===== src/design/mem_mon_pkg.sv =====
//----------------------------------------
// memory monitor package
// shared types, cause bits and the word spanning rule
//----------------------------------------
package mem_mon_pkg;

  typedef enum logic [1:0] {
    SIZE_WORD = 2'd0,
    SIZE_HALF = 2'd1,
    SIZE_BYTE = 2'd2
  } access_size_e;

  // request accepted by the LSU
  typedef struct packed {
    logic         is_cap;
    logic         we;
    access_size_e size;
    logic [31:0]  addr;
    logic [31:0]  wdata;
    logic [31:0]  wdata_hi;
  } lsu_req_t;

  typedef struct packed {
    logic [31:0] rdata;
    logic [31:0] rdata_hi;
    logic        err;
  } lsu_resp_t;

  // one data memory word, predicted or observed
  typedef struct packed {
    logic        is_cap;
    logic        we;
    logic [3:0]  be;
    logic [29:0] addr32;
    logic [31:0] wdata;
    logic [31:0] rdata;
    logic        err;
  } mem_word_t;

  typedef struct packed {
    logic      two;
    mem_word_t w0;
    mem_word_t w1;
  } word_pair_t;

  typedef struct packed {
    logic       valid;
    logic       fail;
    logic [7:0] cause;
  } chk_result_t;

  typedef struct packed {
    logic done;
    logic count_mismatch;
    logic pending;
    logic overflow;
  } audit_t;

  // cause bit positions
  localparam int unsigned MEM_CAUSE_ATTR  = 0;
  localparam int unsigned MEM_CAUSE_ADDR  = 1;
  localparam int unsigned SRC_CAUSE_ERR   = 0;
  localparam int unsigned SRC_CAUSE_W0    = 1;
  localparam int unsigned SRC_CAUSE_W1    = 2;
  localparam int unsigned SRC_CAUSE_WDATA = 3;
  localparam int unsigned SRC_CAUSE_RDATA = 4;

  // true when the request needs two memory words
  function automatic logic req_spans(lsu_req_t req);
    logic [1:0] offset;
    offset = req.addr[1:0];
    return req.is_cap ||
           ((req.size == SIZE_WORD) && (offset != 2'd0)) ||
           ((req.size == SIZE_HALF) && (offset == 2'd3));
  endfunction

endpackage


===== src/design/end_audit.sv =====
//----------------------------------------
// end-of-test audit
// transaction counts and leftover queue entries
//----------------------------------------
module end_audit import mem_mon_pkg::*; #(
  parameter int unsigned DEPTH = 8
) (
  input  logic                        clk_i,
  input  logic                        rst_ni,
  input  logic                        end_sim_i,
  input  logic                        req_seen_i,
  input  logic [1:0]                  words_pred_i,
  input  logic                        resp_seen_i,
  input  logic                        words_seen_i,
  input  logic [3:0][$clog2(DEPTH):0] occupancy_i,
  input  logic                        overflow_i,
  output audit_t                      audit_o
);

  logic        end_sim_q;
  logic        end_dly_q;
  logic [31:0] req_cnt_q;
  logic [31:0] resp_cnt_q;
  logic [31:0] pred_cnt_q;
  logic [31:0] obs_cnt_q;
  logic        mismatch;
  logic        pending;

  assign mismatch = (req_cnt_q != resp_cnt_q) || (pred_cnt_q != obs_cnt_q);
  assign pending  = |occupancy_i;

  // ------------------------------------
  // counters
  // ------------------------------------
  always_ff @(posedge clk_i or negedge rst_ni) begin
    if (!rst_ni) begin
      req_cnt_q  <= '0;
      resp_cnt_q <= '0;
      pred_cnt_q <= '0;
      obs_cnt_q  <= '0;
    end else begin
      req_cnt_q  <= req_cnt_q + {31'd0, req_seen_i};
      resp_cnt_q <= resp_cnt_q + {31'd0, resp_seen_i};
      pred_cnt_q <= pred_cnt_q + {30'd0, words_pred_i};
      obs_cnt_q  <= obs_cnt_q + {31'd0, words_seen_i};
    end
  end

  // ------------------------------------
  // rising edge, one settle cycle, then report
  // ------------------------------------
  always_ff @(posedge clk_i or negedge rst_ni) begin
    if (!rst_ni) begin
      end_sim_q <= 1'b0;
      end_dly_q <= 1'b0;
      audit_o   <= '0;
    end else begin
      end_sim_q              <= end_sim_i;
      end_dly_q              <= end_sim_i && !end_sim_q;
      audit_o.done           <= end_dly_q;
      audit_o.count_mismatch <= end_dly_q && mismatch;
      audit_o.pending        <= end_dly_q && pending;
      audit_o.overflow       <= end_dly_q && overflow_i;
    end
  end

endmodule


===== src/design/lsu_word_split.sv =====
//----------------------------------------
// LSU word splitter
// predicts the memory word commands of one request
//----------------------------------------
module lsu_word_split import mem_mon_pkg::*; (
  input  lsu_req_t   req_i,
  output word_pair_t pair_o
);

  logic [1:0]  offset;
  logic [7:0]  be8;
  logic [63:0] data64;

  assign offset = req_i.addr[1:0];

  // upper half is the store data rotated left by offset bytes
  assign data64 = {req_i.wdata, req_i.wdata} << {offset, 3'b000};

  // byte enables over the two-word window
  always_comb begin
    unique case (req_i.size)
      SIZE_WORD: be8 = 8'h0F << offset;
      SIZE_HALF: be8 = 8'h03 << offset;
      default:   be8 = 8'h01 << offset;
    endcase
  end

  always_comb begin
    pair_o.two = req_spans(req_i);

    pair_o.w0.is_cap = req_i.is_cap;
    pair_o.w0.we     = req_i.we;
    pair_o.w0.addr32 = req_i.addr[31:2];
    pair_o.w0.rdata  = '0;
    pair_o.w0.err    = 1'b0;

    pair_o.w1.is_cap = req_i.is_cap;
    pair_o.w1.we     = req_i.we;
    pair_o.w1.addr32 = req_i.addr[31:2] + 30'd1;
    pair_o.w1.rdata  = '0;
    pair_o.w1.err    = 1'b0;

    if (req_i.is_cap) begin
      // capability is two full words with the low word first
      pair_o.w0.be    = 4'hF;
      pair_o.w1.be    = 4'hF;
      pair_o.w0.wdata = req_i.wdata;
      pair_o.w1.wdata = req_i.wdata_hi;
    end else begin
      pair_o.w0.be    = be8[3:0];
      pair_o.w1.be    = be8[7:4];
      pair_o.w0.wdata = data64[63:32];
      pair_o.w1.wdata = data64[63:32];
    end
  end

endmodule


===== src/design/mem_mon_top.sv =====
//----------------------------------------
// memory monitor top level
// LSU to memory to LSU end-to-end checking
//----------------------------------------
module mem_mon_top import mem_mon_pkg::*; #(
  parameter int unsigned FIFO_DEPTH = 8
) (
  input  logic        clk_i,
  input  logic        rst_ni,
  input  logic        lsu_req_valid_i,
  input  lsu_req_t    lsu_req_i,
  input  logic        mem_valid_i,
  input  mem_word_t   mem_word_i,
  input  logic        lsu_resp_valid_i,
  input  lsu_resp_t   lsu_resp_i,
  input  logic        end_sim_i,
  output chk_result_t mem_chk_o,
  output chk_result_t src_chk_o,
  output audit_t      audit_o
);

  localparam int unsigned CW = $clog2(FIFO_DEPTH) + 1;

  word_pair_t pair_new;
  word_pair_t pred_head;
  mem_word_t  obs_head;
  mem_word_t  fwd_word;
  mem_word_t  fwd_head;
  lsu_req_t   req_head;
  lsu_resp_t  resp_head;

  logic pred_empty, obs_empty, fwd_empty, req_empty, resp_empty;
  logic pred_pop, obs_pop, fwd_pop, req_pop, resp_pop;
  logic fwd_push;
  logic pred_ovf, obs_ovf, fwd_ovf, req_ovf, resp_ovf;

  logic [CW-1:0]       pred_cnt, obs_cnt, fwd_cnt, req_cnt, resp_cnt;
  logic [3:0][CW-1:0]  occupancy;
  logic [1:0]          words_pred;

  lsu_word_split u_split (
    .req_i  (lsu_req_i),
    .pair_o (pair_new)
  );

  // ------------------------------------
  // queues
  // ------------------------------------
  mon_fifo #(.WIDTH($bits(word_pair_t)), .DEPTH(FIFO_DEPTH)) u_pred_fifo (
    .clk_i, .rst_ni,
    .push_i (lsu_req_valid_i), .data_i (pair_new), .pop_i (pred_pop),
    .data_o (pred_head), .empty_o (pred_empty), .count_o (pred_cnt), .overflow_o (pred_ovf)
  );

  mon_fifo #(.WIDTH($bits(mem_word_t)), .DEPTH(FIFO_DEPTH)) u_obs_fifo (
    .clk_i, .rst_ni,
    .push_i (mem_valid_i), .data_i (mem_word_i), .pop_i (obs_pop),
    .data_o (obs_head), .empty_o (obs_empty), .count_o (obs_cnt), .overflow_o (obs_ovf)
  );

  mon_fifo #(.WIDTH($bits(mem_word_t)), .DEPTH(FIFO_DEPTH)) u_fwd_fifo (
    .clk_i, .rst_ni,
    .push_i (fwd_push), .data_i (fwd_word), .pop_i (fwd_pop),
    .data_o (fwd_head), .empty_o (fwd_empty), .count_o (fwd_cnt), .overflow_o (fwd_ovf)
  );

  mon_fifo #(.WIDTH($bits(lsu_req_t)), .DEPTH(FIFO_DEPTH)) u_req_fifo (
    .clk_i, .rst_ni,
    .push_i (lsu_req_valid_i), .data_i (lsu_req_i), .pop_i (req_pop),
    .data_o (req_head), .empty_o (req_empty), .count_o (req_cnt), .overflow_o (req_ovf)
  );

  mon_fifo #(.WIDTH($bits(lsu_resp_t)), .DEPTH(FIFO_DEPTH)) u_resp_fifo (
    .clk_i, .rst_ni,
    .push_i (lsu_resp_valid_i), .data_i (lsu_resp_i), .pop_i (resp_pop),
    .data_o (resp_head), .empty_o (resp_empty), .count_o (resp_cnt), .overflow_o (resp_ovf)
  );

  // ------------------------------------
  // checkers
  // ------------------------------------
  mem_word_checker u_mem_chk (
    .clk_i, .rst_ni,
    .pred_i (pred_head), .pred_empty_i (pred_empty),
    .obs_i (obs_head), .obs_empty_i (obs_empty),
    .pred_pop_o (pred_pop), .obs_pop_o (obs_pop),
    .fwd_push_o (fwd_push), .fwd_word_o (fwd_word),
    .mem_chk_o
  );

  src_resp_checker u_src_chk (
    .clk_i, .rst_ni,
    .req_i (req_head), .req_empty_i (req_empty),
    .resp_i (resp_head), .resp_empty_i (resp_empty),
    .word_i (fwd_head), .word_empty_i (fwd_empty),
    .req_pop_o (req_pop), .resp_pop_o (resp_pop), .word_pop_o (fwd_pop),
    .src_chk_o
  );

  // request and response queues share a slot, only a nonzero value matters
  assign occupancy  = {pred_cnt, obs_cnt, fwd_cnt, req_cnt | resp_cnt};
  assign words_pred = lsu_req_valid_i ? {pair_new.two, !pair_new.two} : 2'b00;

  end_audit #(.DEPTH(FIFO_DEPTH)) u_audit (
    .clk_i, .rst_ni,
    .end_sim_i,
    .req_seen_i   (lsu_req_valid_i),
    .words_pred_i (words_pred),
    .resp_seen_i  (lsu_resp_valid_i),
    .words_seen_i (mem_valid_i),
    .occupancy_i  (occupancy),
    .overflow_i   (pred_ovf | obs_ovf | fwd_ovf | req_ovf | resp_ovf),
    .audit_o
  );

endmodule


===== src/design/mem_word_checker.sv =====
//----------------------------------------
// memory-side checker
// compares predicted and observed words one per cycle
//----------------------------------------
module mem_word_checker import mem_mon_pkg::*; (
  input  logic        clk_i,
  input  logic        rst_ni,
  input  word_pair_t  pred_i,
  input  logic        pred_empty_i,
  input  mem_word_t   obs_i,
  input  logic        obs_empty_i,
  output logic        pred_pop_o,
  output logic        obs_pop_o,
  output logic        fwd_push_o,
  output mem_word_t   fwd_word_o,
  output chk_result_t mem_chk_o
);

  typedef enum logic {
    WORD0,
    WORD1
  } word_state_e;

  word_state_e state_q;
  word_state_e state_d;
  mem_word_t   exp_word;
  logic        go;
  logic        last_word;
  logic [7:0]  cause;

  assign go        = !pred_empty_i && !obs_empty_i;
  assign exp_word  = (state_q == WORD1) ? pred_i.w1 : pred_i.w0;
  assign last_word = (state_q == WORD1) || !pred_i.two;

  // the pair entry leaves only after its last word
  assign pred_pop_o = go && last_word;
  assign obs_pop_o  = go;
  assign fwd_push_o = go;
  assign fwd_word_o = obs_i;

  // data is left to the source-side check
  always_comb begin
    cause = '0;
    cause[MEM_CAUSE_ATTR] = (exp_word.is_cap != obs_i.is_cap) ||
                            (exp_word.we != obs_i.we) ||
                            (exp_word.be != obs_i.be);
    cause[MEM_CAUSE_ADDR] = (exp_word.addr32 != obs_i.addr32);
  end

  always_comb begin
    state_d = state_q;
    if (go) begin
      state_d = last_word ? WORD0 : WORD1;
    end
  end

  always_ff @(posedge clk_i or negedge rst_ni) begin
    if (!rst_ni) begin
      state_q   <= WORD0;
      mem_chk_o <= '0;
    end else begin
      state_q         <= state_d;
      mem_chk_o.valid <= go;
      mem_chk_o.fail  <= go && (cause != '0);
      mem_chk_o.cause <= go ? cause : '0;
    end
  end

endmodule


===== src/design/mon_fifo.sv =====
//----------------------------------------
// monitor FIFO
// in-order storage with occupancy and sticky overflow
//----------------------------------------
module mon_fifo #(
  parameter int unsigned WIDTH = 32,
  parameter int unsigned DEPTH = 8
) (
  input  logic                   clk_i,
  input  logic                   rst_ni,
  input  logic                   push_i,
  input  logic [WIDTH-1:0]       data_i,
  input  logic                   pop_i,
  output logic [WIDTH-1:0]       data_o,
  output logic                   empty_o,
  output logic [$clog2(DEPTH):0] count_o,
  output logic                   overflow_o
);

  localparam int unsigned PW = $clog2(DEPTH);

  logic [WIDTH-1:0] mem_q [DEPTH];
  logic [PW-1:0]    wr_ptr_q;
  logic [PW-1:0]    rd_ptr_q;
  logic [PW:0]      count_q;
  logic             full;
  logic             do_push;
  logic             do_pop;

  assign full    = (count_q == (PW + 1)'(DEPTH));
  assign do_pop  = pop_i && !empty_o;
  // a pop in the same cycle frees the slot for the push
  assign do_push = push_i && (!full || do_pop);

  always_ff @(posedge clk_i) begin
    if (do_push) begin
      mem_q[wr_ptr_q] <= data_i;
    end
  end

  always_ff @(posedge clk_i or negedge rst_ni) begin
    if (!rst_ni) begin
      wr_ptr_q   <= '0;
      rd_ptr_q   <= '0;
      count_q    <= '0;
      overflow_o <= 1'b0;
    end else begin
      // pointers wrap on their own, DEPTH is a power of two
      if (do_push) wr_ptr_q <= wr_ptr_q + 1'b1;
      if (do_pop)  rd_ptr_q <= rd_ptr_q + 1'b1;
      if (do_push && !do_pop) begin
        count_q <= count_q + 1'b1;
      end else if (do_pop && !do_push) begin
        count_q <= count_q - 1'b1;
      end
      if (push_i && !do_push) overflow_o <= 1'b1;
    end
  end

  assign data_o  = mem_q[rd_ptr_q];
  assign empty_o = (count_q == '0);
  assign count_o = count_q;

endmodule


===== src/design/src_resp_checker.sv =====
//----------------------------------------
// source-side checker
// matches each LSU response to its request and memory words
//----------------------------------------
module src_resp_checker import mem_mon_pkg::*; (
  input  logic        clk_i,
  input  logic        rst_ni,
  input  lsu_req_t    req_i,
  input  logic        req_empty_i,
  input  lsu_resp_t   resp_i,
  input  logic        resp_empty_i,
  input  mem_word_t   word_i,
  input  logic        word_empty_i,
  output logic        req_pop_o,
  output logic        resp_pop_o,
  output logic        word_pop_o,
  output chk_result_t src_chk_o
);

  typedef enum logic {
    COLLECT,
    HAVE_FIRST
  } collect_state_e;

  collect_state_e state_q;
  mem_word_t      first_q;
  mem_word_t      w0;
  mem_word_t      w1;
  logic           ready;
  logic           two;
  logic           finish;
  logic           data_chk;
  logic           mem_err;
  logic [7:0]     cause;

  assign ready  = !req_empty_i && !resp_empty_i && !word_empty_i;
  assign two    = req_spans(req_i);
  assign finish = ready && (!two || (state_q == HAVE_FIRST));

  assign word_pop_o = ready;
  assign req_pop_o  = finish;
  assign resp_pop_o = finish;

  // held word is the first of a pair, the head word completes it
  assign w0 = (state_q == HAVE_FIRST) ? first_q : word_i;
  assign w1 = word_i;

  assign mem_err  = w0.err || (two && w1.err);
  // partial accesses carry shifted data, only full words are compared
  assign data_chk = req_i.is_cap || ((req_i.size == SIZE_WORD) && (req_i.addr[1:0] == 2'd0));

  always_comb begin
    cause = '0;
    cause[SRC_CAUSE_ERR] = (resp_i.err != mem_err);
    if (!resp_i.err) begin
      cause[SRC_CAUSE_W0] = (w0.is_cap != req_i.is_cap) || (w0.we != req_i.we) ||
                            (w0.addr32 != req_i.addr[31:2]);
      cause[SRC_CAUSE_W1] = two &&
                            ((w1.is_cap != req_i.is_cap) || (w1.we != req_i.we) ||
                             (w1.addr32 != req_i.addr[31:2] + 30'd1));
      cause[SRC_CAUSE_WDATA] = req_i.we && data_chk &&
                               ((w0.wdata != req_i.wdata) ||
                                (req_i.is_cap && (w1.wdata != req_i.wdata_hi)));
      cause[SRC_CAUSE_RDATA] = !req_i.we && data_chk &&
                               ((w0.rdata != resp_i.rdata) ||
                                (req_i.is_cap && (w1.rdata != resp_i.rdata_hi)));
    end
  end

  always_ff @(posedge clk_i) begin
    if (ready && (state_q == COLLECT) && two) begin
      first_q <= word_i;
    end
  end

  always_ff @(posedge clk_i or negedge rst_ni) begin
    if (!rst_ni) begin
      state_q   <= COLLECT;
      src_chk_o <= '0;
    end else begin
      if (finish) begin
        state_q <= COLLECT;
      end else if (ready) begin
        state_q <= HAVE_FIRST;
      end
      src_chk_o.valid <= finish;
      src_chk_o.fail  <= finish && (cause != '0);
      src_chk_o.cause <= finish ? cause : '0;
    end
  end

endmodule


===== config.mk =====
export PLATFORM = sky130hd
export DESIGN_NAME = mem_mon_top
export DESIGN_NICKNAME = d
export VERILOG_FILES = /design/src/design/mem_mon_pkg.sv /design/src/design/end_audit.sv /design/src/design/lsu_word_split.sv /design/src/design/mem_mon_top.sv /design/src/design/mem_word_checker.sv /design/src/design/mon_fifo.sv /design/src/design/src_resp_checker.sv
export SDC_FILE = /design/constraint.sdc
export NUM_CORES = 2
export LEC_CHECK = 0
export BUFFER_PORTS_ARGS = -buffer_cell sky130_fd_sc_hd__buf_2
export CELL_PAD_IN_SITES_DETAIL_PLACEMENT = 0
export CELL_PAD_IN_SITES_GLOBAL_PLACEMENT = 2
export CORE_AREA = 4 4 701 703
export CTS_CLUSTER_DIAMETER = 50
export DETAILED_ROUTE_END_ITERATION = 7
export DIE_AREA = 0 0 705 707
export HOLD_SLACK_MARGIN = 0.05
export PLACE_DENSITY_LB_ADDON = 0.1
export SYNTH_ARGS = -nofsm -noshare
export SYNTH_HDL_FRONTEND = slang
export SYNTH_HIERARCHICAL = 1
export SYNTH_MEMORY_MAX_BITS = 65536
export SYNTH_SLANG_ARGS = --single-unit

===== constraint.sdc =====
create_clock -name clk_i -period 21.8 [get_ports clk_i]
set_clock_uncertainty 0.05 [all_clocks]
set_input_delay 2.18 -clock clk_i [delete_from_list [all_inputs] [get_ports clk_i]]
set_output_delay 2.18 -clock clk_i [all_outputs]
set_load 0.02 [all_outputs]

# Word level (Yosys, flattened, before mapping)
# Memories as Yosys holds them, arrays and structs flattened.
# Index checks and enable logic that the tools add are counted.
# op_classes
addsub	26
n_eq_ne	26
shift	4
n_mux	34
n_bitwise	6
n_reduce_logical	117
# ops
op	n
101-bit 2-to-1 mux	2
32-bit inequality test	6
32-bit by 1-bit adder with 32-bit output	3
30-bit inequality test	3
32-bit 2-to-1 mux	2
64-bit by 5-bit << shifter with 64-bit output	1
30-bit by 1-bit adder with 30-bit output, second input constant	2
4-bit 2-to-1 mux	13
1-bit logical AND	51
32-bit by 2-bit adder with 32-bit output	1
3-bit by 1-bit adder with 3-bit output, second input constant	10
1-bit logical NOT	25
1-bit logical OR	22
4-bit by 1-bit adder with 4-bit output, second input constant	5
4-bit == test, second input constant	5
4-bit logical NOT	5
4-bit by 1-bit subtractor with 4-bit output, second input constant	5
8-bit one-hot mux with 2 select lines	1
2-bit nonzero test	8
8-bit nonzero test	2
16-bit OR reduction	1
1-bit 2-to-1 mux	13
1-bit by 2-bit << shifter with 8-bit output, first input constant	1
2-bit by 2-bit << shifter with 8-bit output, first input constant	1
other kinds (11)	25
# word_totals
ff_bits	306
mem_bits_rw	4032
input_bits	272
out_inout_bits	24
wordCells	263
memories	5
# memory_table
memory	words	width	rd	rd_ports_with_merged_regs	write_ports	line	text
u_pred_fifo.mem_q	8	137	1	0	1	mon_fifo.sv:22	logic [WIDTH-1:0] mem_q [DEPTH];
u_fwd_fifo.mem_q	8	101	1	0	1	mon_fifo.sv:22	
u_obs_fifo.mem_q	8	101	1	0	1	mon_fifo.sv:22	
u_req_fifo.mem_q	8	100	1	0	1	mon_fifo.sv:22	
u_resp_fifo.mem_q	8	65	1	0	1	mon_fifo.sv:22	

# Logic depth before layout (Yosys ltp)
# An unclocked memory read counts as a cell.
# depth
depth_word	15
depth_mapped	19
depth_no_buf	15

# Cells and area by module
# Netlist, hierarchy kept.
# modules_own_cells
mod	instances	cells_each	area_each_um2	seq_area_each_um2
mon_fifo at u_pred_fifo	1	2412	61542.8	49042.0
mon_fifo at u_obs_fifo	1	1234	31138.6	24538.5
mon_fifo at u_fwd_fifo	1	1234	31114.8	24538.5
mon_fifo at u_req_fifo	1	1222	30972.2	24298.3
mon_fifo at u_resp_fifo	1	818	20181.9	15890.2
src_resp_checker	1	646	7293.2	3113.0
end_audit	1	579	6478.7	3353.2
lsu_word_split	1	408	2901.5	0.0
mem_word_checker	1	209	1781.7	125.1
mem_mon_top	1	9	50.0	0.0

# Least setup slack after synthesis
# No wires, ideal clock.
# synth_timing
path_kind	reg-to-reg
startpoint	register u_pred_fifo.rd_ptr_q[1]
endpoint	memory u_pred_fifo/mem_q[0][0] (netlist bit), enable pin
setup_time_ns	1.262
arrival_time_ns	21.399
required_ns	20.488
slack_ns	-0.910
path_stages_with_launch	11
n_path_buf	3
period_less_slack_ns	22.710
cell_sequence	dfrtp_1 > buf_2 > buf_2 > clkbuf_1 > mux4_2 > mux2_2 > nor2b_1 > nor3_1 > nand2b_1 > o21ai_2 > nor4_1
# synth_lines
item	line	text
start: declaration	mon_fifo.sv:24	logic [PW-1:0] rd_ptr_q;
start signal: assignment	mon_fifo.sv:50	if (do_pop) rd_ptr_q <= rd_ptr_q + 1'b1;
end: declaration	mon_fifo.sv:22	

==> summary.md <==
| Metric | Value |
|---|---|
| FF-to-FF End | u_req_fifo/mem_q[3][42] |
| DIE HEIGHT | 707 µm |
| Clk_lat worst skew | 1.03 ns |
| Detailed router's first-iteration violation count | 4523 |
| Root buf cell | clkbuf_16 |
| Levels on crit path | 10 |
| Worst rel slew slack | 24.0% |
| Setup TNS | 0 ns |
| Max-cap violations | 0 |
| Peak VDD IR | 0.160 mV |
| Most common cell after layout, fill and taps aside | edfxtp_1 |
| Slowest CP cell | dfrtp_4 |
| Routed WL per cell | 28.5 µm |
| Worst setup EP type | register |
| Largest delay share family, worst path | buffers and inverters |
| Area of the core | 485000 µm² |
| Min-delay src | u_audit/end_sim_q |
| Total CTS buffers | 528 |
| Synthesized area per cell | 21.7 µm² |
| Max Buffers Root-to-Sink | 4 |
| Hold WC Path Type | reg -> reg |
| Pwr dens | 158 nW/µm² |
| Net Switching | 9.15 mW |
| Cell leakage power | 57.4 nW |
| First-pass GRT wire length | 581000 µm |
| Die Span X | 705 µm |
| Type of origin of the critical path | register |
| Min-Delay Endpoint | u_audit/end_dly_q |
| Final number of setup-violating endpoints | 0 |
| Number of global-route vias before repair | 75.6k |
| WS Path Type | reg -> reg |
| Remaining global-route overflow | 0 |
| Req. time, crit path | 22.36 ns |
| FP Rows | 256 |
| CTS H-tree lvls | 6 |
| Reg clk slew, reported paths | 0.05 ns |
| Nets@finish | 7802 |
| Die footprint | 498000 µm² |
| Port-buffer cells | 286 |
| GRT Total Usage | 16.2% |
| Final Max Tran Viols | 0 |
| Detailed Place HPWL | 247000 µm |
| Commonest non-fill, non-tap cells in the layout | edfxtp_1, mux4_2, clkbuf_16, mux2_2, buf_2 |
| Place WS | 14.57 ns |
| Reg-to-reg setup timing slack | 14.79 ns |
| Tcrit/Tclk final | 32.2% |
| Vias per inst | 4.86 |
| Worst EP arrival | 7.57 ns |
| Crit-path most repeated cell | buf_4 |
| Cell breakdown of the critical path | buf_4 > mux4_2 > mux2_2 > a21oi_1 > o21a_1 > nand2b_1 > o211ai_1 > nor2_4 > buf_4 > buf_4 |
| Mapped Area | 151000 µm² |
| Post-CTS Setup Bufs | 0 |
| Final WL | 410000 µm |
| Worst hold margin | 0.339 ns |
| Measured slew at the worst slew-check pin | 1.13 ns |
| Hold path depth | 1 |
| Routability cong. | 0.729 |
| Pin count of the biggest net entering global routing | 116 |
| CTS sink cnt | 3787 |
| Resize count post-CTS | 0 |
| Layout cell share with drive strength beyond 1 | 33.0% |
| Initial antenna violation count | 127 |
| FF-to-FF path depth | 10 |
| Crit path max fanout | 43 |
| Crit path buffers/inverters | 3 |
| Area after DPL | 159000 µm² |
| Min Tclk post-route | 7.01 ns |
| Comb pwr share | 31.4% |
| DRT Pass-1 Iters | 4 |
| PnR worst setup slack | 14.79 ns |
| Register share of total power | 38.5% |
| CTS Hold Bufs | 0 |
| Post-DRT Antenna Nets | 0 |
| Sw frac | 32.8% |
| Clk network pwr share | 30.2% |
| CTS tree | done |
| Reg2reg start | u_req_fifo/rd_ptr_q[0] |
| Outcome | finished clean |
| Instance count of the mapped netlist | 6965 |
| Unrepaired setup endpoints after global routing | no |
| DRC viols | 0 |
| Int Pwr | 18.8 mW |
| Via count | 69.8k |
| CP max stage delay | 0.88 ns |
| I/O pin cnt | 296 |
| Final Hold Fails | 0 |
| YS warnings | 6 |
| Area delta synth->final | 16.7% |
| Starting Density | 31.2% |
| Fin area | 177000 µm² |
| Fmax | 143 MHz |
-- routing by layer --
layer	up-vias	track usage (%)	wire, µm
li1	29812	-	-
met3	693	3.16	17900
met5	-	0	356
met4	54	3.30	8490
met2	1320	27.1	199000
met1	37921	22.1	183000
-- power by group through the flow --
stage	Clock (mW)	Combinational (mW)	Sequential, mW
2_1_floorplan	0	6.32	10.7
3_5_place_dp	0	9.12	10.9
5_1_grt	9.03	9.47	10.9
3_3_place_gp	0	9.11	10.9
6_report	8.42	8.76	10.7
4_1_cts	8.70	9.16	10.8
-- registers in the layout, indices dropped and copies added, names as in the netlist, 4 cells and up --
name                 cells
u_audit/audit_o          4
u_audit/obs_cnt_q       32
u_audit/pred_cnt_q      32
u_audit/req_cnt_q       32
u_audit/resp_cnt_q      32
u_fwd_fifo/count_o       4
u_fwd_fifo/mem_q       776
u_mem_chk/mem_chk_o      4
u_obs_fifo/count_o       4
u_obs_fifo/mem_q       808
u_pred_fifo/count_o      4
u_pred_fifo/mem_q      584
u_req_fifo/count_o       4
u_req_fifo/mem_q       800
u_resp_fifo/count_o      4
u_resp_fifo/mem_q      520
u_src_chk/first_q       97
u_src_chk/src_chk_o      7
-- worst max path at each step --
stage	start	to
final	u_req_fifo/rd_ptr_q[0]	u_req_fifo/mem_q[3][42]
after global routing	u_req_fifo/rd_ptr_q[0]	u_req_fifo/mem_q[3][53]
after CTS	u_req_fifo/rd_ptr_q[0]	u_req_fifo/mem_q[3][53]
after detailed placement	u_req_fifo/rd_ptr_q[0]	u_req_fifo/mem_q[3][15]
after global placement	u_req_fifo/rd_ptr_q[0]	u_req_fifo/mem_q[3][57]
after floorplan	u_req_fifo/rd_ptr_q[0]	u_req_fifo/mem_q[0][0]
-- metrics by stage --
| stage | std cells | util (%) | power (mW) |
|---|---|---|---|
| floorplan | 6972 | - | 17.0 |
| global placement | 13409 | 32.9 | 20.0 |
| detailed placement | 13409 | 32.9 | 20.0 |
| CTS | 14352 | 36.4 | 28.6 |
| global route | 14355 | 36.4 | 29.4 |
| finish | 14376 | 36.4 | 27.9 |
-- layout make-up --
cell class,count,area [µm²]
Antenna cell,24,60.1
Clock buffer,648,14100
Clock inverter,295,3160
Fill cell,44583,308000
Inverter,28,105
Multi-Input combinational cell,2699,35700
Sequential cell,3787,113000
Tap cell,6450,8070
Timing Repair Buffer,445,2720
Power figures use the tool's default switching activity.
